--- config.mk ---
export PLATFORM = sky130hd
export DESIGN_NAME = decode_stage
export DESIGN_NICKNAME = d
export VERILOG_FILES = /design/src/design/rv_core_pkg.sv /design/src/design/decode_stage.sv
export VERILOG_INCLUDE_DIRS = /design/src /design/src/design
export SDC_FILE = /design/constraint.sdc
export NUM_CORES = 2
export LEC_CHECK = 0
export CORE_AREA = 4 4 419 256
export DETAILED_ROUTE_END_ITERATION = 8
export DIE_AREA = 0 0 423 260
export DONT_BUFFER_PORTS = 1
export GPL_TIMING_DRIVEN = 0
export PLACE_DENSITY = 0.67
export SETUP_SLACK_MARGIN = 0.1
export SYNTH_ARGS = -nofsm -noshare
export SYNTH_HDL_FRONTEND = slang
export SYNTH_SLANG_ARGS = --single-unit
--- constraint.sdc ---
create_clock -name clk_i -period 4.35 [get_ports clk_i]
set_clock_uncertainty 0.15 [all_clocks]
set_input_delay 0.2175 -clock clk_i [delete_from_list [all_inputs] [get_ports clk_i]]
set_output_delay 0.2175 -clock clk_i [all_outputs]
set_load 0.02 [all_outputs]
--- src/design/rv_core_defs.svh ---
`ifndef RV_CORE_DEFS_SVH
`define RV_CORE_DEFS_SVH

// Data and address width
`define XLEN         32

// Register file address width
`define REG_ADDR_W   5

// BTB and PHT index width
`define BP_INDEX_W   6

// Instruction memory word address width
`define IMEM_DEPTH_W 8

// Major opcodes of the supported instructions
`define OPC_OP       7'b0110011
`define OPC_OP_IMM   7'b0010011
`define OPC_LUI      7'b0110111
`define OPC_JAL      7'b1101111
`define OPC_BRANCH   7'b1100011

`endif

--- src/design/rv_core_pkg.sv ---
`include "rv_core_defs.svh"

package rv_core_pkg;

    typedef enum logic [3:0] {
        ALU_ADD    = 4'd0,
        ALU_SUB    = 4'd1,
        ALU_AND    = 4'd2,
        ALU_OR     = 4'd3,
        ALU_XOR    = 4'd4,
        ALU_SLT    = 4'd5,
        ALU_SLL    = 4'd6,
        ALU_SRL    = 4'd7,
        ALU_PASS_B = 4'd8
    } alu_op_e;

    // OPB_PC4 supplies the constant 4, so pc+4 comes out with opa_is_pc
    typedef enum logic [1:0] {
        OPB_REG = 2'd0,
        OPB_IMM = 2'd1,
        OPB_PC4 = 2'd2
    } opb_sel_e;

    typedef struct packed {
        logic [`XLEN-1:0] pc;
        logic [`XLEN-1:0] instr;
        logic             predicted_taken;
        logic             btb_hit;
    } if_id_t;

    typedef struct packed {
        logic                   valid;
        logic [`XLEN-1:0]       pc;
        logic [`REG_ADDR_W-1:0] rs1;
        logic [`REG_ADDR_W-1:0] rs2;
        logic [`XLEN-1:0]       rs1_data;
        logic [`XLEN-1:0]       rs2_data;
        logic [`XLEN-1:0]       imm;
        logic [`REG_ADDR_W-1:0] rd;
        logic                   rd_wren;
        alu_op_e                alu_op;
        logic                   opa_is_pc;
        opb_sel_e               opb_sel;
        logic                   is_branch;
        logic                   is_jal;
        logic [2:0]             funct3;
        logic                   predicted_taken;
    } id_ex_t;

    typedef struct packed {
        logic                   valid;
        logic [`XLEN-1:0]       pc;
        logic [`REG_ADDR_W-1:0] rd;
        logic                   rd_wren;
        logic [`XLEN-1:0]       result;
        logic                   is_ctrl;
        logic                   taken;
        logic [`XLEN-1:0]       target;
        logic                   predicted_taken;
    } ex_rt_t;

    typedef struct packed {
        logic                   valid;
        logic [`XLEN-1:0]       pc;
        logic [`REG_ADDR_W-1:0] rd;
        logic                   rd_wren;
        logic [`XLEN-1:0]       data;
    } retire_t;

    typedef struct packed {
        logic             valid;
        logic [`XLEN-1:0] pc;
        logic             taken;
        logic [`XLEN-1:0] target;
    } bp_update_t;

endpackage

--- src/design/decode_stage.sv ---
`timescale 1ns/1ps
`include "rv_core_defs.svh"

module decode_stage import rv_core_pkg::*; (
    input  logic                   clk_i,
    input  logic                   rst_ni,
    input  if_id_t                 if_id_i,
    input  logic                   wb_wren_i,
    input  logic [`REG_ADDR_W-1:0] wb_addr_i,
    input  logic [`XLEN-1:0]       wb_data_i,
    output id_ex_t                 id_ex_o
);

    localparam int unsigned NREGS = 1 << `REG_ADDR_W;

    logic [`XLEN-1:0]       regs [1:NREGS-1];
    logic [6:0]             opcode;
    logic [2:0]             funct3;
    logic [6:0]             funct7;
    logic [`REG_ADDR_W-1:0] rs1;
    logic [`REG_ADDR_W-1:0] rs2;
    logic [`REG_ADDR_W-1:0] rd;
    logic [`XLEN-1:0]       instr;
    alu_op_e                f3_op;
    logic                   writes_rd;

    assign instr  = if_id_i.instr;
    assign opcode = instr[6:0];
    assign rd     = instr[11:7];
    assign funct3 = instr[14:12];
    assign rs1    = instr[19:15];
    assign rs2    = instr[24:20];
    assign funct7 = instr[31:25];

    // x0 is hardwired, a write landing this cycle is seen by the read
    function automatic logic [`XLEN-1:0] read_port(input logic [`REG_ADDR_W-1:0] addr);
        if (addr == '0) begin
            return '0;
        end else if (wb_wren_i && wb_addr_i == addr) begin
            return wb_data_i;
        end
        return regs[addr];
    endfunction

    always_ff @(posedge clk_i or negedge rst_ni) begin
        if (!rst_ni) begin
            for (int i = 1; i < NREGS; i++) begin
                regs[i] <= '0;
            end
        end else if (wb_wren_i && wb_addr_i != '0) begin
            regs[wb_addr_i] <= wb_data_i;
        end
    end

    // Shared by OP and OP-IMM
    always_comb begin
        case (funct3)
            3'b001:  f3_op = ALU_SLL;
            3'b010:  f3_op = ALU_SLT;
            3'b100:  f3_op = ALU_XOR;
            3'b101:  f3_op = ALU_SRL;
            3'b110:  f3_op = ALU_OR;
            3'b111:  f3_op = ALU_AND;
            default: f3_op = ALU_ADD;
        endcase
    end

    always_comb begin
        id_ex_o           = '0;
        writes_rd         = 1'b0;
        id_ex_o.alu_op    = ALU_ADD;
        id_ex_o.opb_sel   = OPB_REG;
        case (opcode)
            `OPC_OP: begin
                id_ex_o.valid  = (funct3 != 3'b011) &&
                                 (funct7 == 7'h00 || (funct7 == 7'h20 && funct3 == 3'b000));
                id_ex_o.alu_op = funct7[5] ? ALU_SUB : f3_op;
                writes_rd      = 1'b1;
            end
            `OPC_OP_IMM: begin
                // No immediate shifts and no sltiu
                id_ex_o.valid   = funct3 inside {3'b000, 3'b010, 3'b100, 3'b110, 3'b111};
                id_ex_o.alu_op  = f3_op;
                id_ex_o.opb_sel = OPB_IMM;
                id_ex_o.imm     = {{20{instr[31]}}, instr[31:20]};
                writes_rd       = 1'b1;
            end
            `OPC_LUI: begin
                id_ex_o.valid   = 1'b1;
                id_ex_o.alu_op  = ALU_PASS_B;
                id_ex_o.opb_sel = OPB_IMM;
                id_ex_o.imm     = {instr[31:12], 12'b0};
                writes_rd       = 1'b1;
            end
            `OPC_JAL: begin
                id_ex_o.valid     = 1'b1;
                id_ex_o.is_jal    = 1'b1;
                id_ex_o.opa_is_pc = 1'b1;
                id_ex_o.opb_sel   = OPB_PC4;
                id_ex_o.imm       = {{12{instr[31]}}, instr[19:12], instr[20],
                                     instr[30:21], 1'b0};
                writes_rd         = 1'b1;
            end
            `OPC_BRANCH: begin
                // beq, bne, blt, bge only
                id_ex_o.valid     = funct3 inside {3'b000, 3'b001, 3'b100, 3'b101};
                id_ex_o.is_branch = id_ex_o.valid;
                id_ex_o.imm       = {{20{instr[31]}}, instr[7], instr[30:25],
                                     instr[11:8], 1'b0};
            end
            default: ;
        endcase

        id_ex_o.pc              = if_id_i.pc;
        id_ex_o.rs1             = rs1;
        id_ex_o.rs2             = rs2;
        id_ex_o.rs1_data        = read_port(rs1);
        id_ex_o.rs2_data        = read_port(rs2);
        id_ex_o.rd              = rd;
        id_ex_o.rd_wren         = id_ex_o.valid && writes_rd && rd != '0;
        id_ex_o.funct3          = funct3;
        id_ex_o.predicted_taken = if_id_i.btb_hit && if_id_i.predicted_taken;
    end

endmodule

After elaboration in Yosys (flattened, before gate mapping)

Index checks and enable logic that the tools add are counted.
Widths: inputs -> output; s select.

Register bits: 992
Input port bits: 106
Output and inout bits: 158

Reductions and logical operators: 21
Bitwise operators: 3
Order comparisons: 4
Mux-type cells: 28
Equality and inequality tests: 15

Operator list:

| operator           | count |
|---|---|
| $bwmux 992         | 1 |
| $mux 32            | 11 |
| $bmux 32 s5        | 2 |
| $demux 32 s5       | 1 |
| $pmux 32 s4        | 1 |
| $eq 7x6->1 const B | 3 |
| $ge 6x6->1 const B | 3 |
| $not 5->6          | 3 |
| $pmux 3 s6         | 1 |
| $reduce_bool 5->1  | 3 |
| $eq 7x7->1 const B | 2 |
| $eq 3x3->1 const B | 4 |
| $pmux 4 s3         | 1 |
| $eq 5x5->1         | 2 |
| $logic_not 5->1    | 2 |
| $logic_and 1x1->1  | 9 |
| $eq 7x5->1 const B | 1 |
| $logic_not 7->1    | 1 |
| $mux 1             | 7 |
| $lt 6x1->1 const B | 1 |
| $mux 4             | 1 |
| $pmux 1 s4         | 1 |
| $pmux 2 s2         | 1 |
| $reduce_bool 4->1  | 1 |
| other kinds (7)    | 8 |

Depth between registers and ports, before layout

Word-level depth: 7
Gate-level depth with buffers: 9
Mapped depth without buffers: 4

Least setup slack after synthesis

No wires, ideal clock.

Path kind: input port to output port
Start: in if_id_i[24] (netlist bit)
End: out id_ex_o[53] (netlist bit)
Data required time: 3.983 ns
Data arrival time: 2.200 ns
Buffers on the path: 3
Stages on the path: 6
Path slack: 1.782 ns
Cells stage by stage: buf_2 > clkbuf_1 > clkbuf_1 > mux4_2 > o221a_1 > o41ai_2

RTL lines:

| what            | line               | RTL |
|---|---|---|
| start, declared | decode_stage.sv:7  | `input if_id_t if_id_i,` |
| end, declared   | decode_stage.sv:11 | `output id_ex_t id_ex_o` |

==> results.py <==
metrics = {
    "logic_synthesis": {
        "synth_top_area_share_pct": 43.9,
        "synthMuxAreaShare_pct": 39.9,
        "syn-mean-instance-area_sq_um": 12.8,
        "yosys_register_bits": 992,
        "synthSimpleGateAreaFrac_pct": 3.71,
        "synth_compound_area_share_pct": 7.61,
        "synth_cell_types": 53,
        "syn_nets": 4509,
        "synth_warnings": 0,
        "synthTopCellsByArea": "dfrtp_1 44%, mux2_2 21%, mux2i_1 12%",
        "synth_ff_type": "dfrtp_1",
        "synthAdderAreaFrac_pct": 0,
        "synth_most_common_cell": "mux2_2",
        "syn_inst": 4403,
        "syn_area_sq_mm": 0.0565,
        "synthArstFlopShare_pct": 100,
        "synth_top_family_by_area": "multiplexers",
        "synthXorXnorAreaFrac_pct": 0.155,
        "ys_seq_area_share_pct": 43.9,
        "synth_enable_flop_cells": 0,
        "synthTopCellsByCount": "1043 x mux2_2, 992 x dfrtp_1, 704 x mux2i_1",
        "yosysTopAreaCell": "dfrtp_1",
    },
    "sta": {
        "drv_slew": 11,
        "post-route-min-period_ns": 4.37,
        "final.period_utilization_pct": 101,
        "layout_setup_ws_ns": -0.0249,
        "timing.fmax_mhz": 229,
        "maxSlewHeadroom_pct": -3.30,
        "hold_viol_final": 0,
        "tns_ns": -0.0249,
        "tightest_slew_ns": 1.55,
        "grt_setup_unrepaired": "false",
        "hold-worst-slack_ns": 0.00132,
        "setup_violations": 1,
    },
    "floorplan": {
        "pin_count": 264,
        "die_height_microns": 260,
        "fp.dieW_microns": 423,
        "rows": 92,
        "die_area_sq_mm": 0.110,
        "initial_utilization_pct": 54.5,
        "core-area_sq_mm": 0.104,
    },
    "final_layout": {
        "drive_gt1_share_pct": 35.7,
        "fin_cells": 6044,
        "multi_input_area_sq_mm": 0.0290,
        "ff_latch_area_sq_mm": 0.0248,
        "fillers": 8421,
        "final_area_sq_mm": 0.0623,
        "fin_util_pct": 60.0,
        "regMostFlops": "regs",
        "nNetsFinal": 4652,
        "syn2layout_area_growth_pct": 10.2,
        "reg.largest.list": "regs: 992 flops",
        "largest_register_ffs": 992,
    },
    "place": {
        "dp_cells": 5814,
        "hpwl_microns": 156000,
        "place_congestion": 0.996,
        "dpl-instance-area_sq_mm": 0.0583,
        "io_buffers": 0,
        "dp_slack_ns": 0.107,
    },
    "pwr": {
        "peakVddDrop_uv": 346,
        "finalPower_mw": 28.1,
        "power_leakage_nw": 28.0,
        "power.density_mw_per_mm2": 452,
    },
    "min_path": {
        "worstHoldPathType": "in2reg",
    },
    "routing": {
        "postRouteWirelength_microns": 223000,
        "wl_per_cell_microns": 36.8,
        "antenna_left": 0,
        "dr.pass1.iters": 6,
        "drt-met1-wl_microns": 93700,
        "vias": 42929,
        "wl_met2_microns": 84900,
        "vias_per_cell": 7.10,
        "highest_layer": "met5",
        "drc": 0,
        "met3WireLength_microns": 34400,
        "dr.first_iter.drc_count": 6721,
    },
    "clocking": {
        "clk_pin_slew_ns": 0.06,
        "cts_max_level": 3,
        "tritoncts": "done",
        "cts_max_path_buffers": 3,
        "clk_latency_ns": 0.71,
        "cts_inserted_buffers": 97,
        "clock-root-buffer": "clkbuf_16",
        "cts.sinks": 992,
    },
    "status": {
        "status": "complete, but fails checks",
        "violations": "capacitance limit, slew limit, setup timing",
    },
    "grt": {
        "grt_pass1_vias": 40879,
        "grtUsageTotal_pct": 39.6,
        "grt-ovfl-total": 0,
        "antenna_found_initial": 10,
        "grt_pass1_wl_microns": 310000,
        "grt_max_degree": 993,
    },
    "critical_path": {
        "crit_arrival_ns": 4.01,
        "required_ns": 3.98,
        "setup.worst_path.end_class": "primary output",
        "reg2reg_setup_slack_ns": 3.28,
        "cp_max_fo": 10,
        "critical_path_class": "in2out",
        "start_kind": "input port",
    },
    "job": {
        "cap_violations": 2,
    },
}
==> logic make-up (layout without fill, tap and decap cells) <==
group,after synthesis,count (layout)
mux,1952,1952
flops,992,992
buf+inv,525,747
compound gates,520,520
simple gates,404,404
xor+xnor,10,10
other cells,0,9
==> routing by layer <==
| layer | vias up | global-route usage (%) |
|---|---|---|
| li1 | 16973 | - |
| met1 | 22398 | 57.9 |
| met2 | 3031 | 50.6 |
| met3 | 518 | 18.3 |
| met4 | 9 | 14.7 |
| met5 | - | 0 |
==> cells in the final DEF (no fill, tap or decap), types with 26 or more instances in the layout <==
master / n
mux2_2: 1043
dfrtp_1: 992
mux2i_1: 704
o22ai_1: 288
clkbuf_1: 237
nor3_1: 137
mux4_2: 128
buf_2: 109
clkbuf_16: 101
nand2_1: 92
buf_4: 91
mux2_1: 77
nand4_1: 65
o221a_1: 64
buf_1: 64
o41ai_2: 64
o21ai_0: 35
dlygate4sd3_1: 35
nor2b_1: 32
o221ai_1: 32
nor2_1: 26
==> critical path: stages <==
cell and delay [ns]:
buf_2 0.20, clkbuf_1 1.02, clkbuf_1 0.82, mux4_2 0.45
o221a_1 0.39, o41ai_2 0.89
==> final timing paths <==
| path | from | to | cells past startpoint |
|---|---|---|---|
| min in group asynchronous | rst_ni | regs[59] | 3 |
| hold / removal | wb_data_i[3] | regs[451] | 2 |
| hold reg to reg | regs[630] | regs[630] | 1 |
| setup reg to reg | regs[534] | regs[534] | 1 |
| max in group asynchronous | rst_ni | regs[849] | 5 |
| setup / recovery | if_id_i[24] | id_ex_o[72] | 6 |
==> repair_timing <==
action,CTS,global route
hold buffers,34,3
buffers inserted,0,0
endpoints found under the hold margin,1683,437
setup endpoints to repair,0,3
gates resized for setup,0,10
==> area by class of cell <==
class,count,share of cell area [%]
Sequential cell,992,39.9
Inverter,4,0.0241
Clock buffer,145,4.73
Antenna cell,9,0.0362
Buffer,521,4.29
Tap cell,1410,2.83
Multi-Input combinational cell,2886,46.6
Timing Repair Buffer,44,0.902
Clock inverter,33,0.705
==> power breakdown <==
part	switching, mW	internal, mW	total, mW	leakage (nW)
clock	3.98	5.26	9.25	1.66
sequential	1.41	11.0	12.5	12.7
combinational	3.29	3.14	6.43	13.6
(Power assumes the default switching activity.)
