## config.mk

```make
export PLATFORM = sky130hd
export DESIGN_NAME = execute_stage
export DESIGN_NICKNAME = d
export VERILOG_FILES = /design/src/design/rv_core_pkg.sv /design/src/design/execute_stage.sv
export VERILOG_INCLUDE_DIRS = /design/src /design/src/design
export SDC_FILE = /design/constraint.sdc
export NUM_CORES = 1
export LEC_CHECK = 0
export BUFFER_PORTS_ARGS = -buffer_cell sky130_fd_sc_hd__buf_2
export CAP_MARGIN = 15
export CELL_PAD_IN_SITES_DETAIL_PLACEMENT = 1
export CELL_PAD_IN_SITES_GLOBAL_PLACEMENT = 2
export CORE_ASPECT_RATIO = 1.1
export CORE_MARGIN = 8
export CORE_UTILIZATION = 28
export DETAILED_ROUTE_END_ITERATION = 10
export GPL_TIMING_DRIVEN = 0
export PLACE_DENSITY = 0.82
export SKIP_LAST_GASP = 1
export SLEW_MARGIN = 10
export SYNTH_ARGS = -nofsm -noshare
export SYNTH_HDL_FRONTEND = slang
export SYNTH_SLANG_ARGS = --single-unit
```

## constraint.sdc

```tcl
create_clock -name vclk -period 7.37
set_input_delay 1.474 -clock vclk [all_inputs]
set_output_delay 1.474 -clock vclk [all_outputs]
set_load 0.02 [all_outputs]
```

## src/design/rv_core_defs.svh

```systemverilog
`ifndef RV_CORE_DEFS_SVH
`define RV_CORE_DEFS_SVH

// Data and address width
`define XLEN         32

// Register file address width
`define REG_ADDR_W   5

// BTB and PHT index width
`define BP_INDEX_W   6

// Instruction memory word address width
`define IMEM_DEPTH_W 8

// Major opcodes of the supported instructions
`define OPC_OP       7'b0110011
`define OPC_OP_IMM   7'b0010011
`define OPC_LUI      7'b0110111
`define OPC_JAL      7'b1101111
`define OPC_BRANCH   7'b1100011

`endif

```

## src/design/rv_core_pkg.sv

```systemverilog
`include "rv_core_defs.svh"

package rv_core_pkg;

    typedef enum logic [3:0] {
        ALU_ADD    = 4'd0,
        ALU_SUB    = 4'd1,
        ALU_AND    = 4'd2,
        ALU_OR     = 4'd3,
        ALU_XOR    = 4'd4,
        ALU_SLT    = 4'd5,
        ALU_SLL    = 4'd6,
        ALU_SRL    = 4'd7,
        ALU_PASS_B = 4'd8
    } alu_op_e;

    // OPB_PC4 supplies the constant 4, so pc+4 comes out with opa_is_pc
    typedef enum logic [1:0] {
        OPB_REG = 2'd0,
        OPB_IMM = 2'd1,
        OPB_PC4 = 2'd2
    } opb_sel_e;

    typedef struct packed {
        logic [`XLEN-1:0] pc;
        logic [`XLEN-1:0] instr;
        logic             predicted_taken;
        logic             btb_hit;
    } if_id_t;

    typedef struct packed {
        logic                   valid;
        logic [`XLEN-1:0]       pc;
        logic [`REG_ADDR_W-1:0] rs1;
        logic [`REG_ADDR_W-1:0] rs2;
        logic [`XLEN-1:0]       rs1_data;
        logic [`XLEN-1:0]       rs2_data;
        logic [`XLEN-1:0]       imm;
        logic [`REG_ADDR_W-1:0] rd;
        logic                   rd_wren;
        alu_op_e                alu_op;
        logic                   opa_is_pc;
        opb_sel_e               opb_sel;
        logic                   is_branch;
        logic                   is_jal;
        logic [2:0]             funct3;
        logic                   predicted_taken;
    } id_ex_t;

    typedef struct packed {
        logic                   valid;
        logic [`XLEN-1:0]       pc;
        logic [`REG_ADDR_W-1:0] rd;
        logic                   rd_wren;
        logic [`XLEN-1:0]       result;
        logic                   is_ctrl;
        logic                   taken;
        logic [`XLEN-1:0]       target;
        logic                   predicted_taken;
    } ex_rt_t;

    typedef struct packed {
        logic                   valid;
        logic [`XLEN-1:0]       pc;
        logic [`REG_ADDR_W-1:0] rd;
        logic                   rd_wren;
        logic [`XLEN-1:0]       data;
    } retire_t;

    typedef struct packed {
        logic             valid;
        logic [`XLEN-1:0] pc;
        logic             taken;
        logic [`XLEN-1:0] target;
    } bp_update_t;

endpackage

```

## src/design/execute_stage.sv

```systemverilog
`timescale 1ns/1ps
`include "rv_core_defs.svh"

module execute_stage import rv_core_pkg::*; (
    input  id_ex_t                 id_ex_i,
    input  logic                   fwd_valid_i,
    input  logic [`REG_ADDR_W-1:0] fwd_rd_i,
    input  logic [`XLEN-1:0]       fwd_data_i,
    output ex_rt_t                 ex_rt_o
);

    logic [`XLEN-1:0] rs1_val;
    logic [`XLEN-1:0] rs2_val;
    logic [`XLEN-1:0] opa;
    logic [`XLEN-1:0] opb;
    logic [`XLEN-1:0] alu_res;
    logic             fwd_ok;
    logic             br_cond;

    // Forward from the instruction now retiring
    assign fwd_ok  = fwd_valid_i && (fwd_rd_i != '0);
    assign rs1_val = (fwd_ok && fwd_rd_i == id_ex_i.rs1) ? fwd_data_i : id_ex_i.rs1_data;
    assign rs2_val = (fwd_ok && fwd_rd_i == id_ex_i.rs2) ? fwd_data_i : id_ex_i.rs2_data;

    assign opa = id_ex_i.opa_is_pc ? id_ex_i.pc : rs1_val;

    always_comb begin
        case (id_ex_i.opb_sel)
            OPB_IMM: opb = id_ex_i.imm;
            OPB_PC4: opb = `XLEN'd4;
            default: opb = rs2_val;
        endcase
    end

    always_comb begin
        case (id_ex_i.alu_op)
            ALU_SUB:    alu_res = opa - opb;
            ALU_AND:    alu_res = opa & opb;
            ALU_OR:     alu_res = opa | opb;
            ALU_XOR:    alu_res = opa ^ opb;
            ALU_SLT:    alu_res = {{(`XLEN-1){1'b0}}, $signed(opa) < $signed(opb)};
            ALU_SLL:    alu_res = opa << opb[4:0];
            ALU_SRL:    alu_res = opa >> opb[4:0];
            ALU_PASS_B: alu_res = opb;
            default:    alu_res = opa + opb;
        endcase
    end

    // Compare the register values, not the ALU operands
    always_comb begin
        case (id_ex_i.funct3)
            3'b000:  br_cond = (rs1_val == rs2_val);
            3'b001:  br_cond = (rs1_val != rs2_val);
            3'b100:  br_cond = ($signed(rs1_val) < $signed(rs2_val));
            3'b101:  br_cond = ($signed(rs1_val) >= $signed(rs2_val));
            default: br_cond = 1'b0;
        endcase
    end

    always_comb begin
        ex_rt_o.valid           = id_ex_i.valid;
        ex_rt_o.pc              = id_ex_i.pc;
        ex_rt_o.rd              = id_ex_i.rd;
        ex_rt_o.rd_wren         = id_ex_i.rd_wren;
        ex_rt_o.result          = alu_res;
        ex_rt_o.is_ctrl         = id_ex_i.is_branch || id_ex_i.is_jal;
        ex_rt_o.taken           = id_ex_i.is_jal || (id_ex_i.is_branch && br_cond);
        // Both JAL and branches are pc-relative
        ex_rt_o.target          = id_ex_i.pc + id_ex_i.imm;
        ex_rt_o.predicted_taken = id_ex_i.predicted_taken;
    end

endmodule

```

After elaboration in Yosys (flattened, before gate mapping)

Index checks and enable logic that the tools add are counted.

Bits in registers: 0
Bits of input ports: 196
Output and inout bits: 106
Word-level logic and storage cells: 42

$add $sub $neg: 3
Order comparisons: 3
Eq/ne operators: 17
Shift operators: 2
Multiplexer cells: 6
Bitwise operators: 3
Reduce and logical (&&, ||, !) cells: 8

Operators with widths:

| operator             | count |
|---|---|
| $pmux W32 S8         | 1 |
| $mux W32             | 3 |
| $add A32 B32 Y32     | 2 |
| $lt A32 B32 Y1       | 2 |
| $pmux W32 S2         | 1 |
| $and A32 B32 Y32     | 1 |
| $eq A32 B32 Y1       | 1 |
| $ge A32 B32 Y1       | 1 |
| $ne A32 B32 Y1       | 1 |
| $or A32 B32 Y32      | 1 |
| $shl A32 B5 Y32      | 1 |
| $shr A32 B5 Y32      | 1 |
| $sub A32 B32 Y32     | 1 |
| $xor A32 B32 Y32     | 1 |
| $eq A4 B3 Y1 const B | 4 |
| $eq A5 B5 Y1         | 2 |
| $eq A4 B2 Y1 const B | 2 |
| $eq A3 B3 Y1 const B | 2 |
| $reduce_bool A5 Y1   | 1 |
| $eq A4 B1 Y1 const B | 1 |
| $eq A4 B4 Y1 const B | 1 |
| $logic_and A1 B1 Y1  | 4 |
| $pmux W1 S4          | 1 |
| $eq A3 B1 Y1 const B | 1 |
| other kinds (4)      | 5 |

Logic depth before layout (Yosys ltp)

Gate-level depths: netlist (run 1).

Depth in word-level cells: 8
Mapped depth: 23

Worst setup path before layout (run 1)

Ideal clock, no wire load.

Kind: input -> output
From: input port fwd_rd_i[1]
To: output port ex_rt_o[63] in the netlist's numbering
Arrival: 6.487 ns
Data required time: 5.896 ns
Slack: -0.591 ns
Cell stages on the path: 21
Path through: or4_4 > o211a_1 > nand2_1 > buf_2 > buf_1 > mux2i_1 > nor2_1 > a21oi_1 > inv_1 > ha_1 > clkbuf_1 > a21o_1 > a21oi_1 > o21ai_0 > a221o_1 > a211o_1 > a21oi_1 > o21ai_0 > a31oi_1 > o221ai_1 > a221o_1

RTL lines:

| item            | line               | source |
|---|---|---|
| start, declared | execute_stage.sv:7 | `` input logic [`REG_ADDR_W-1:0] fwd_rd_i, `` |
| end, declared   | execute_stage.sv:9 | `output ex_rt_t ex_rt_o` |

==> results of run 1 <==
-- routing by layer --
metal,vias up,wire (um),track usage [%]
li1,8085,-,-
met1,9173,37100,37.8
met2,1036,43000,53.5
met3,288,6540,4.82
met4,4,5950,16.5
met5,-,24,0
-- how the worst min path moves through the flow --
stage	to	slack [ps]	cells past startpoint	startpoint
after floorplan	ex_rt_o[0]	3060	1	id_ex_i[0]
after CTS	ex_rt_o[0]	3170	2	id_ex_i[0]
after global placement	ex_rt_o[105]	3170	2	id_ex_i[157]
after detailed placement	ex_rt_o[0]	3170	2	id_ex_i[0]
after global routing	ex_rt_o[69]	3170	2	id_ex_i[15]
final	ex_rt_o[0]	3170	2	id_ex_i[0]
-- stage by stage --
step	setup TNS (ps)	power, W	hold slack (ps)	setup slack [ps]	cell area, um2
3_5_place_dp	-41670	0.00200	3170	-1880	15600
3_3_place_gp	-42110	0.00198	3170	-1820	15600
2_1_floorplan	-16.9	0.00125	3060	-16.9	13400
4_1_cts	-6760	0.00234	3170	-592	18000
5_1_grt	-8880	0.00270	3170	-560	19300
6_report	-6470	0.00260	3170	-498	19300
-- worst max-delay path, stage by stage --
cell      delay, ps
buf_8           100
or4_4           580
o211a_4         310
nand2_8         100
buf_12          110
buf_12          130
buf_12          120
mux2i_4         260
nor2_4           60
a21oi_4         230
inv_2            80
ha_4            250
buf_8           130
inv_4            80
a21o_1          130
a21oi_2          60
o21bai_2        250
buf_4           160
o211ai_1        160
a21o_4          260
a21oi_4         230
buf_4           190
nand3_1          80
o211ai_1        200
a21oi_1         130
o211ai_1        320
buf_4           200
-- cell usage in the layout, fill, tap and decap left out, types with 22 or more instances in the layout --
| cell type | netlist | routed |
|---|---|---|
| o221ai_1 | 27 | 25 |
| inv_1 | 127 | 111 |
| mux2i_1 | 155 | 138 |
| nand3_1 | 38 | 32 |
| clkbuf_1 | 85 | 45 |
| buf_2 | 20 | 279 |
| a21oi_1 | 176 | 130 |
| nor3_1 | 29 | 24 |
| buf_6 | 5 | 51 |
| inv_2 | 16 | 27 |
| a21oi_2 | 2 | 31 |
| xnor2_1 | 40 | 40 |
| ha_1 | 161 | 135 |
| nor2_1 | 162 | 151 |
| buf_4 | 45 | 206 |
| o211ai_1 | 30 | 30 |
| a21o_1 | 49 | 48 |
| o21ai_0 | 115 | 95 |
| nand4b_1 | 28 | 28 |
| ha_4 | 0 | 22 |
| nand2_1 | 203 | 197 |
-- power groups by stage --
stage / Sequential [W] / Combinational [W] / Clock [W]
after floorplan: 0 / 0.00125 / 0
after global placement: 0 / 0.00198 / 0
after detailed placement: 0 / 0.00200 / 0
after CTS: 0 / 0.00234 / 0
after global routing: 0 / 0.00270 / 0.0000000000181
final: 0 / 0.00260 / 0.0000000000726
-- layout make-up --
class              instances  area, um2  share of cell area [%]
repair buffers           481       3250                    16.8
multi-input cells       1628      13600                    70.3
well taps                595        744                    3.86
inverters                145        572                    2.97
plain buffers            153       1150                    5.94
diodes                     4       10.0                  0.0519
-- cell families after synthesis --
group | count (synthesis)
xor+xnor | 54
mux | 174
compound gates | 667
fa+ha+maj | 163
buf+inv | 317
simple gates | 570
-- timing repair --
item	4_1_cts	5_1_grt
resized for setup	353	193
endpoints found under the setup margin	32	30
setup buffers	123	79
cloned	0	2
pin swaps	71	86
hold buffers	0	0
-- Yosys cell counts (16+ instances only) --
cell,number
a21oi_1,176
nand2b_1,22
o21ai_0,115
o22ai_1,17
o311ai_2,17
o221ai_1,27
a221oi_1,20
buf_1,17
ha_1,161
a21o_1,49
a211oi_1,21
mux2i_1,155
or3_1,16
a22oi_1,23
nor3_1,29
inv_2,16
o21bai_1,21
nor2_1,162
clkbuf_1,85
a31oi_1,19
nand2_1,203
buf_2,20
nand4b_1,28
nor2b_1,16
nand3_1,38
buf_4,45
xnor2_1,40
o211ai_1,30
inv_1,127
==> summary.md, run 1 <==
| Metric | Value |
|---|---|
| Final Critical Period | 7870 ps |
| Core area | roughly 47000 um2 |
| Seq_cells | 0 |
| Total of warnings raised by yosys | 0 |
| Area leader, netlist | ha_1 |
| Final slew viol count | 0 |
| Switching part of the total power | 62.1% |
| Worst Setup EP | ex_rt_o[61] |
| Starting Density | approximately 28% |
| Crit. End Element | output port |
| Power Internal | 0.000988 W |
| Critical Path Start | fwd_rd_i[1] |
| Crit-path max FO | 7 |
| Chip width | between 200 and 250 um |
| Layout cells sized above 1 | 36.7% |
| Largest net degree at the start of global routing | 19 |
| Post-synthesis compound-gate area fraction | 36.6% |
| Routability Congestion | 1.03 |
| Clock network fraction of total power | 0% |
| Post-DRT Antenna Nets | 0 |
| Number of setup violations in the final report | 27 |
| Yosys top cell area share | 15.2% |
| GRT Total Usage | between 30% and 40% |
| LEAKAGE | 8.78 nW |
| Post-Syn Instances | roughly 1900 |
| Outcome | complete, but fails checks |
| Fin worst setup slack | -498 ps |
| Initial DRT Pass Iterations | 7 |
| Iter 0 DRT Violations | 1638 |
| Final hold viol count | 0 |
| Grt ovf | 0 |
| WP data required | 5900 ps |
| Worst IR Drop VDD | 0.0000447 V |
| Syn avg cell area | 6.82 um2 |
| P_sw | 0.00161 W |
| WL final | 92.6 mm |
| DP Cell Count | 2835 |
| Arrival time worst endpoint | around 6400 ps |
| Die ar. | roughly 55000 um2 |
| Vias in the first global route | 19252 |
| Post-synthesis sequential area ratio | 0% |
| First-pass GRT wire length | 130 mm |
| Post-synth net total | 2304 |
| Startpoint types | input pin |
| Area contributors post-synth | ha_1 (15%), mux2i_1 (12%), a21oi_1 (6.6%), nand2_1 (5.7%), nor2_1 (4.6%) |
| Combinational power share | 100.0% |
| RSZ-0062 raised after global routing | yes |
| Synth Area in Simple Gates | between 20 and 25% |
| Total of max-cap violations | 0 |
| Mapped Area | 13300 um2 |
| Post-Synth XOR/XNOR Area | 3.56% |
| Clkbuf count | 0 |
| Fin cells | between 3000 and 4000 |
| Area Growth Syn to Fin | 45.3% |
| Site Rows | 83 |
| Synth Area in Adders | 15.5% |
| Register Area | 0 um2 |
| Max Freq | 127 MHz |
| Worst Hold Class | in -> out |
| Cell Pwr Density | 135 nW/um2 |
| DR DRC count | 0 |
| Final core occ | 41.3% |
| Via count | 18586 |
| Vias/cell | 6.18 |
| Largest family of logic cells by synthesized area | compound AO/OA/AOI/OAI gates |
| Number of nets in the layout | 2768 |
| DPL Wire Length | 74.3 mm |
| IO buf count | just under 300 |
| Die height | 244 um |
| Fill cells | around 5800 |
| Initial antenna violation count | 6 |
| Crit Path Class | in -> out |
| Sequential power share | 0% |
| Mux contribution to synthesized area | around 14% |
| Count of cell types in the netlist | between 80 and 90 |
| DR WL/cell | 30.8 um |
| Failing checks | negative setup slack |
| Worst slew pin tran | 1380 ps |
| Boundary Pins | around 300 |
| Slew margin rel. | under 10% |
| Tcrit/Tclk final | 107% |
Power figures use the tool's default switching activity.
==> inputs of run 2 (changes only) <==
--- a/config.mk
+++ b/config.mk
@@ -8,14 +8,12 @@
 export LEC_CHECK = 0
 export BUFFER_PORTS_ARGS = -buffer_cell sky130_fd_sc_hd__buf_2
 export CAP_MARGIN = 15
-export CELL_PAD_IN_SITES_DETAIL_PLACEMENT = 1
-export CELL_PAD_IN_SITES_GLOBAL_PLACEMENT = 2
 export CORE_ASPECT_RATIO = 1.1
 export CORE_MARGIN = 8
-export CORE_UTILIZATION = 28
+export CORE_UTILIZATION = 35
 export DETAILED_ROUTE_END_ITERATION = 10
 export GPL_TIMING_DRIVEN = 0
-export PLACE_DENSITY = 0.82
+export PLACE_DENSITY = 0.6
 export SKIP_LAST_GASP = 1
 export SLEW_MARGIN = 10
 export SYNTH_ARGS = -nofsm -noshare
==> summary.md, run 2 (synthesis gave the netlist of run 1 again) <==
| Metric | Value |
|---|---|
| Outcome | complete, but fails checks |
| Failing checks | negative setup slack |
| Power Internal | 0.000956 W (-3.2%) |
| GRT Total Usage | 35.7% (+4.3 points) |
| Critical Path Start | fwd_rd_i[2] |
| Cell Pwr Density | 133 nW/um2 (-1.2%) |
| Max incr delay on CP | 570 ps (about the same) |
| Critical Path Stages | 23 (-15%) |
| WL final | 85.5 mm (-7.6%) |
| Initial DRT Pass Iterations | 8 (+1) |
| Total power | 0.00251 W (-3.7%) |
| IO buf count | 293 (unchanged) |
| Core area | 37800 um2 (-19%) |
| Worst slew pin tran | 1260 ps (-129 ps) |
| Total of max-cap violations | 0 (unchanged) |
| RSZ-0062 raised after global routing | yes |
| Seq_cells | 0 (unchanged) |
| Area Growth Syn to Fin | 41.5% |
| Die ar. | 44400 um2 (-19%) |
| Chip width | 202 um (-9.8%) |
| Post-Place Worst Slack | -1930 ps (-49.3 ps) |
| Initial antenna violation count | 2 (-4) |
| Worst IR Drop VDD | 0.0000704 V (+57%) |
| First-pass GRT wire length | 120 mm (-7.5%) |
| Slew margin rel. | 15.4% (+8.0 points) |
| DPL Wire Length | 68.1 mm (-8.3%) |
| Cells along the critical path | buf_8 -> or4_4 -> o211a_4 -> and2_4 -> buf_12 -> buf_12 -> a221oi_4 -> buf_6 -> inv_4 -> ha_4 -> fa_2 -> a21o_1 -> a21oi_4 -> o21ai_2 -> a221o_2 -> a211o_1 -> a21oi_4 -> buf_4 -> buf_6 -> o22ai_1 -> o21ai_2 -> o2111ai_2 -> buf_6 |
| Register Area | 0 um2 (unchanged) |
| Max Freq | 128 MHz (+1.1%) |
| DR WL/cell | 29.5 um (-4.1%) |
| Iter 0 DRT Violations | 2075 (+27%) |
| Site Rows | 75 (-9.6%) |
| Final core occ | 49.7% (+8.4 points) |
| Commonest cells after routing, fill and taps aside | buf_2 (287), buf_4 (204), nand2_1 (198) |
| Combinational power share | 100.0% (about the same) |
| Tcrit/Tclk final | 106% (-1.1 points) |
| P_sw | 0.00155 W (-4.0%) |
| Die height | 220 um (-9.9%) |
| Area occupied by multi-input gates | 13400 um2 (-1.3%) |
| Largest net degree at the start of global routing | 21 (+2) |
| Vias in the first global route | 18342 (-4.7%) |
| Starting Density | 35.1% (+6.7 points) |
| Boundary Pins | 302 (unchanged) |
| LEAKAGE | 8.64 nW (-1.6%) |
| Cell area after layout | 18800 um2 (-2.6%) |
| Buf+Inv Stages, Crit Path | 8 (-2) |
| Final hold viol count | 0 (unchanged) |
| Grt ovf | 0 (unchanged) |
| Fin cells | 2895 (-3.7%) |
| Layout cells sized above 1 | 36.0% (-0.65 points) |
| Most numerous cell on the critical path | buf_6 |
| DR DRC count | 0 (unchanged) |
| Arrival time worst endpoint | 6310 ps (-80 ps) |
| Crit-path max FO | 3 (-4) |
| Number of setup violations in the final report | 21 (-22%) |
| Sequential power share | 0% (unchanged) |
| Switching part of the total power | 61.9% (-0.20 points) |
| Crit. End Element | output port |
| Crit Path Class | in -> out |
| Placed cell area | 15400 um2 (-0.79%) |
| Fill cells | 3839 (-34%) |
| Most common cell after layout, fill and taps aside | buf_2 |
| Diode count | 0 (-4) |
| Final slew viol count | 0 (unchanged) |
| Routability Congestion | 1.05 (+2.0%) |
| Worst Setup EP | ex_rt_o[57] |
| Final Critical Period | 7780 ps (-84.3 ps) |
| Vias/cell | 6.42 (+3.8%) |
| Family with the most delay on the worst path | compound AO/OA/AOI/OAI gates |
| Fin worst setup slack | -414 ps (+84.3 ps) |
| Number of nets in the layout | 2756 (-0.43%) |
| Via count | 18581 (-0.027%) |
| Post-DRT Antenna Nets | 0 (unchanged) |
| Clkbuf count | 0 (unchanged) |
| Clock network fraction of total power | 0% (unchanged) |
| Slowest cell on crit path | or4_4 |
| WP data required | 5900 ps (about the same) |
| Startpoint types | input pin |
| Worst Hold Class | in -> out |
| DP Cell Count | 2739 (-3.4%) |
## run 2: what timing repair did
action,4_1_cts,5_1_grt
setup buffers,133,50
endpoints found under the setup margin,32,26
gates cloned,0,1
gates resized for setup,338,164
hold buffers,0,0
pin swaps,77,73
## run 2: cell type report
class	instances	share of cell area (%)
well taps	500	3.33
plain buffers	149	5.88
multi-input cells	1628	71.3
repair buffers	473	16.4
inverters	145	3.10
## run 2: per-stage QoR
stage | hold WS, ps | setup TNS [ps]
global placement | 3170 | -41370
CTS | 3170 | -2920
global route | 3170 | -4630
finish | 3170 | -3700
detailed placement | 3170 | -40200
floorplan | 3060 | -16.9
## run 2: worst min path at each step
stage                      startpoint          end  depth (start not counted)  slack, ps
final                     id_ex_i[15]  ex_rt_o[69]                          2       3170
after global routing      id_ex_i[15]  ex_rt_o[69]                          2       3170
after CTS                 id_ex_i[14]  ex_rt_o[68]                          2       3170
after detailed placement  id_ex_i[14]  ex_rt_o[68]                          2       3170
after global placement    id_ex_i[14]  ex_rt_o[68]                          2       3170
after floorplan            id_ex_i[0]   ex_rt_o[0]                          1       3060
## run 2: power groups by stage
stage	sequential, W	clock (W)	combinational, W
after floorplan	0	0	0.00125
after global placement	0	0	0.00195
after detailed placement	0	0	0.00194
after CTS	0	0	0.00226
after global routing	0	0	0.00260
final	0	0	0.00251
## run 2: routing by layer
layer  part of all wire (%)  up-vias  global-route usage [%]  wire [um]
met5                  0.021        -                       0         18
met4                    7.5        4                    22.0       6420
met3                    9.1      349                    5.71       7750
met2                     45     1334                    59.3      38400
met1                     38     8839                    43.0      32900
li1                       -     8055                       -          -
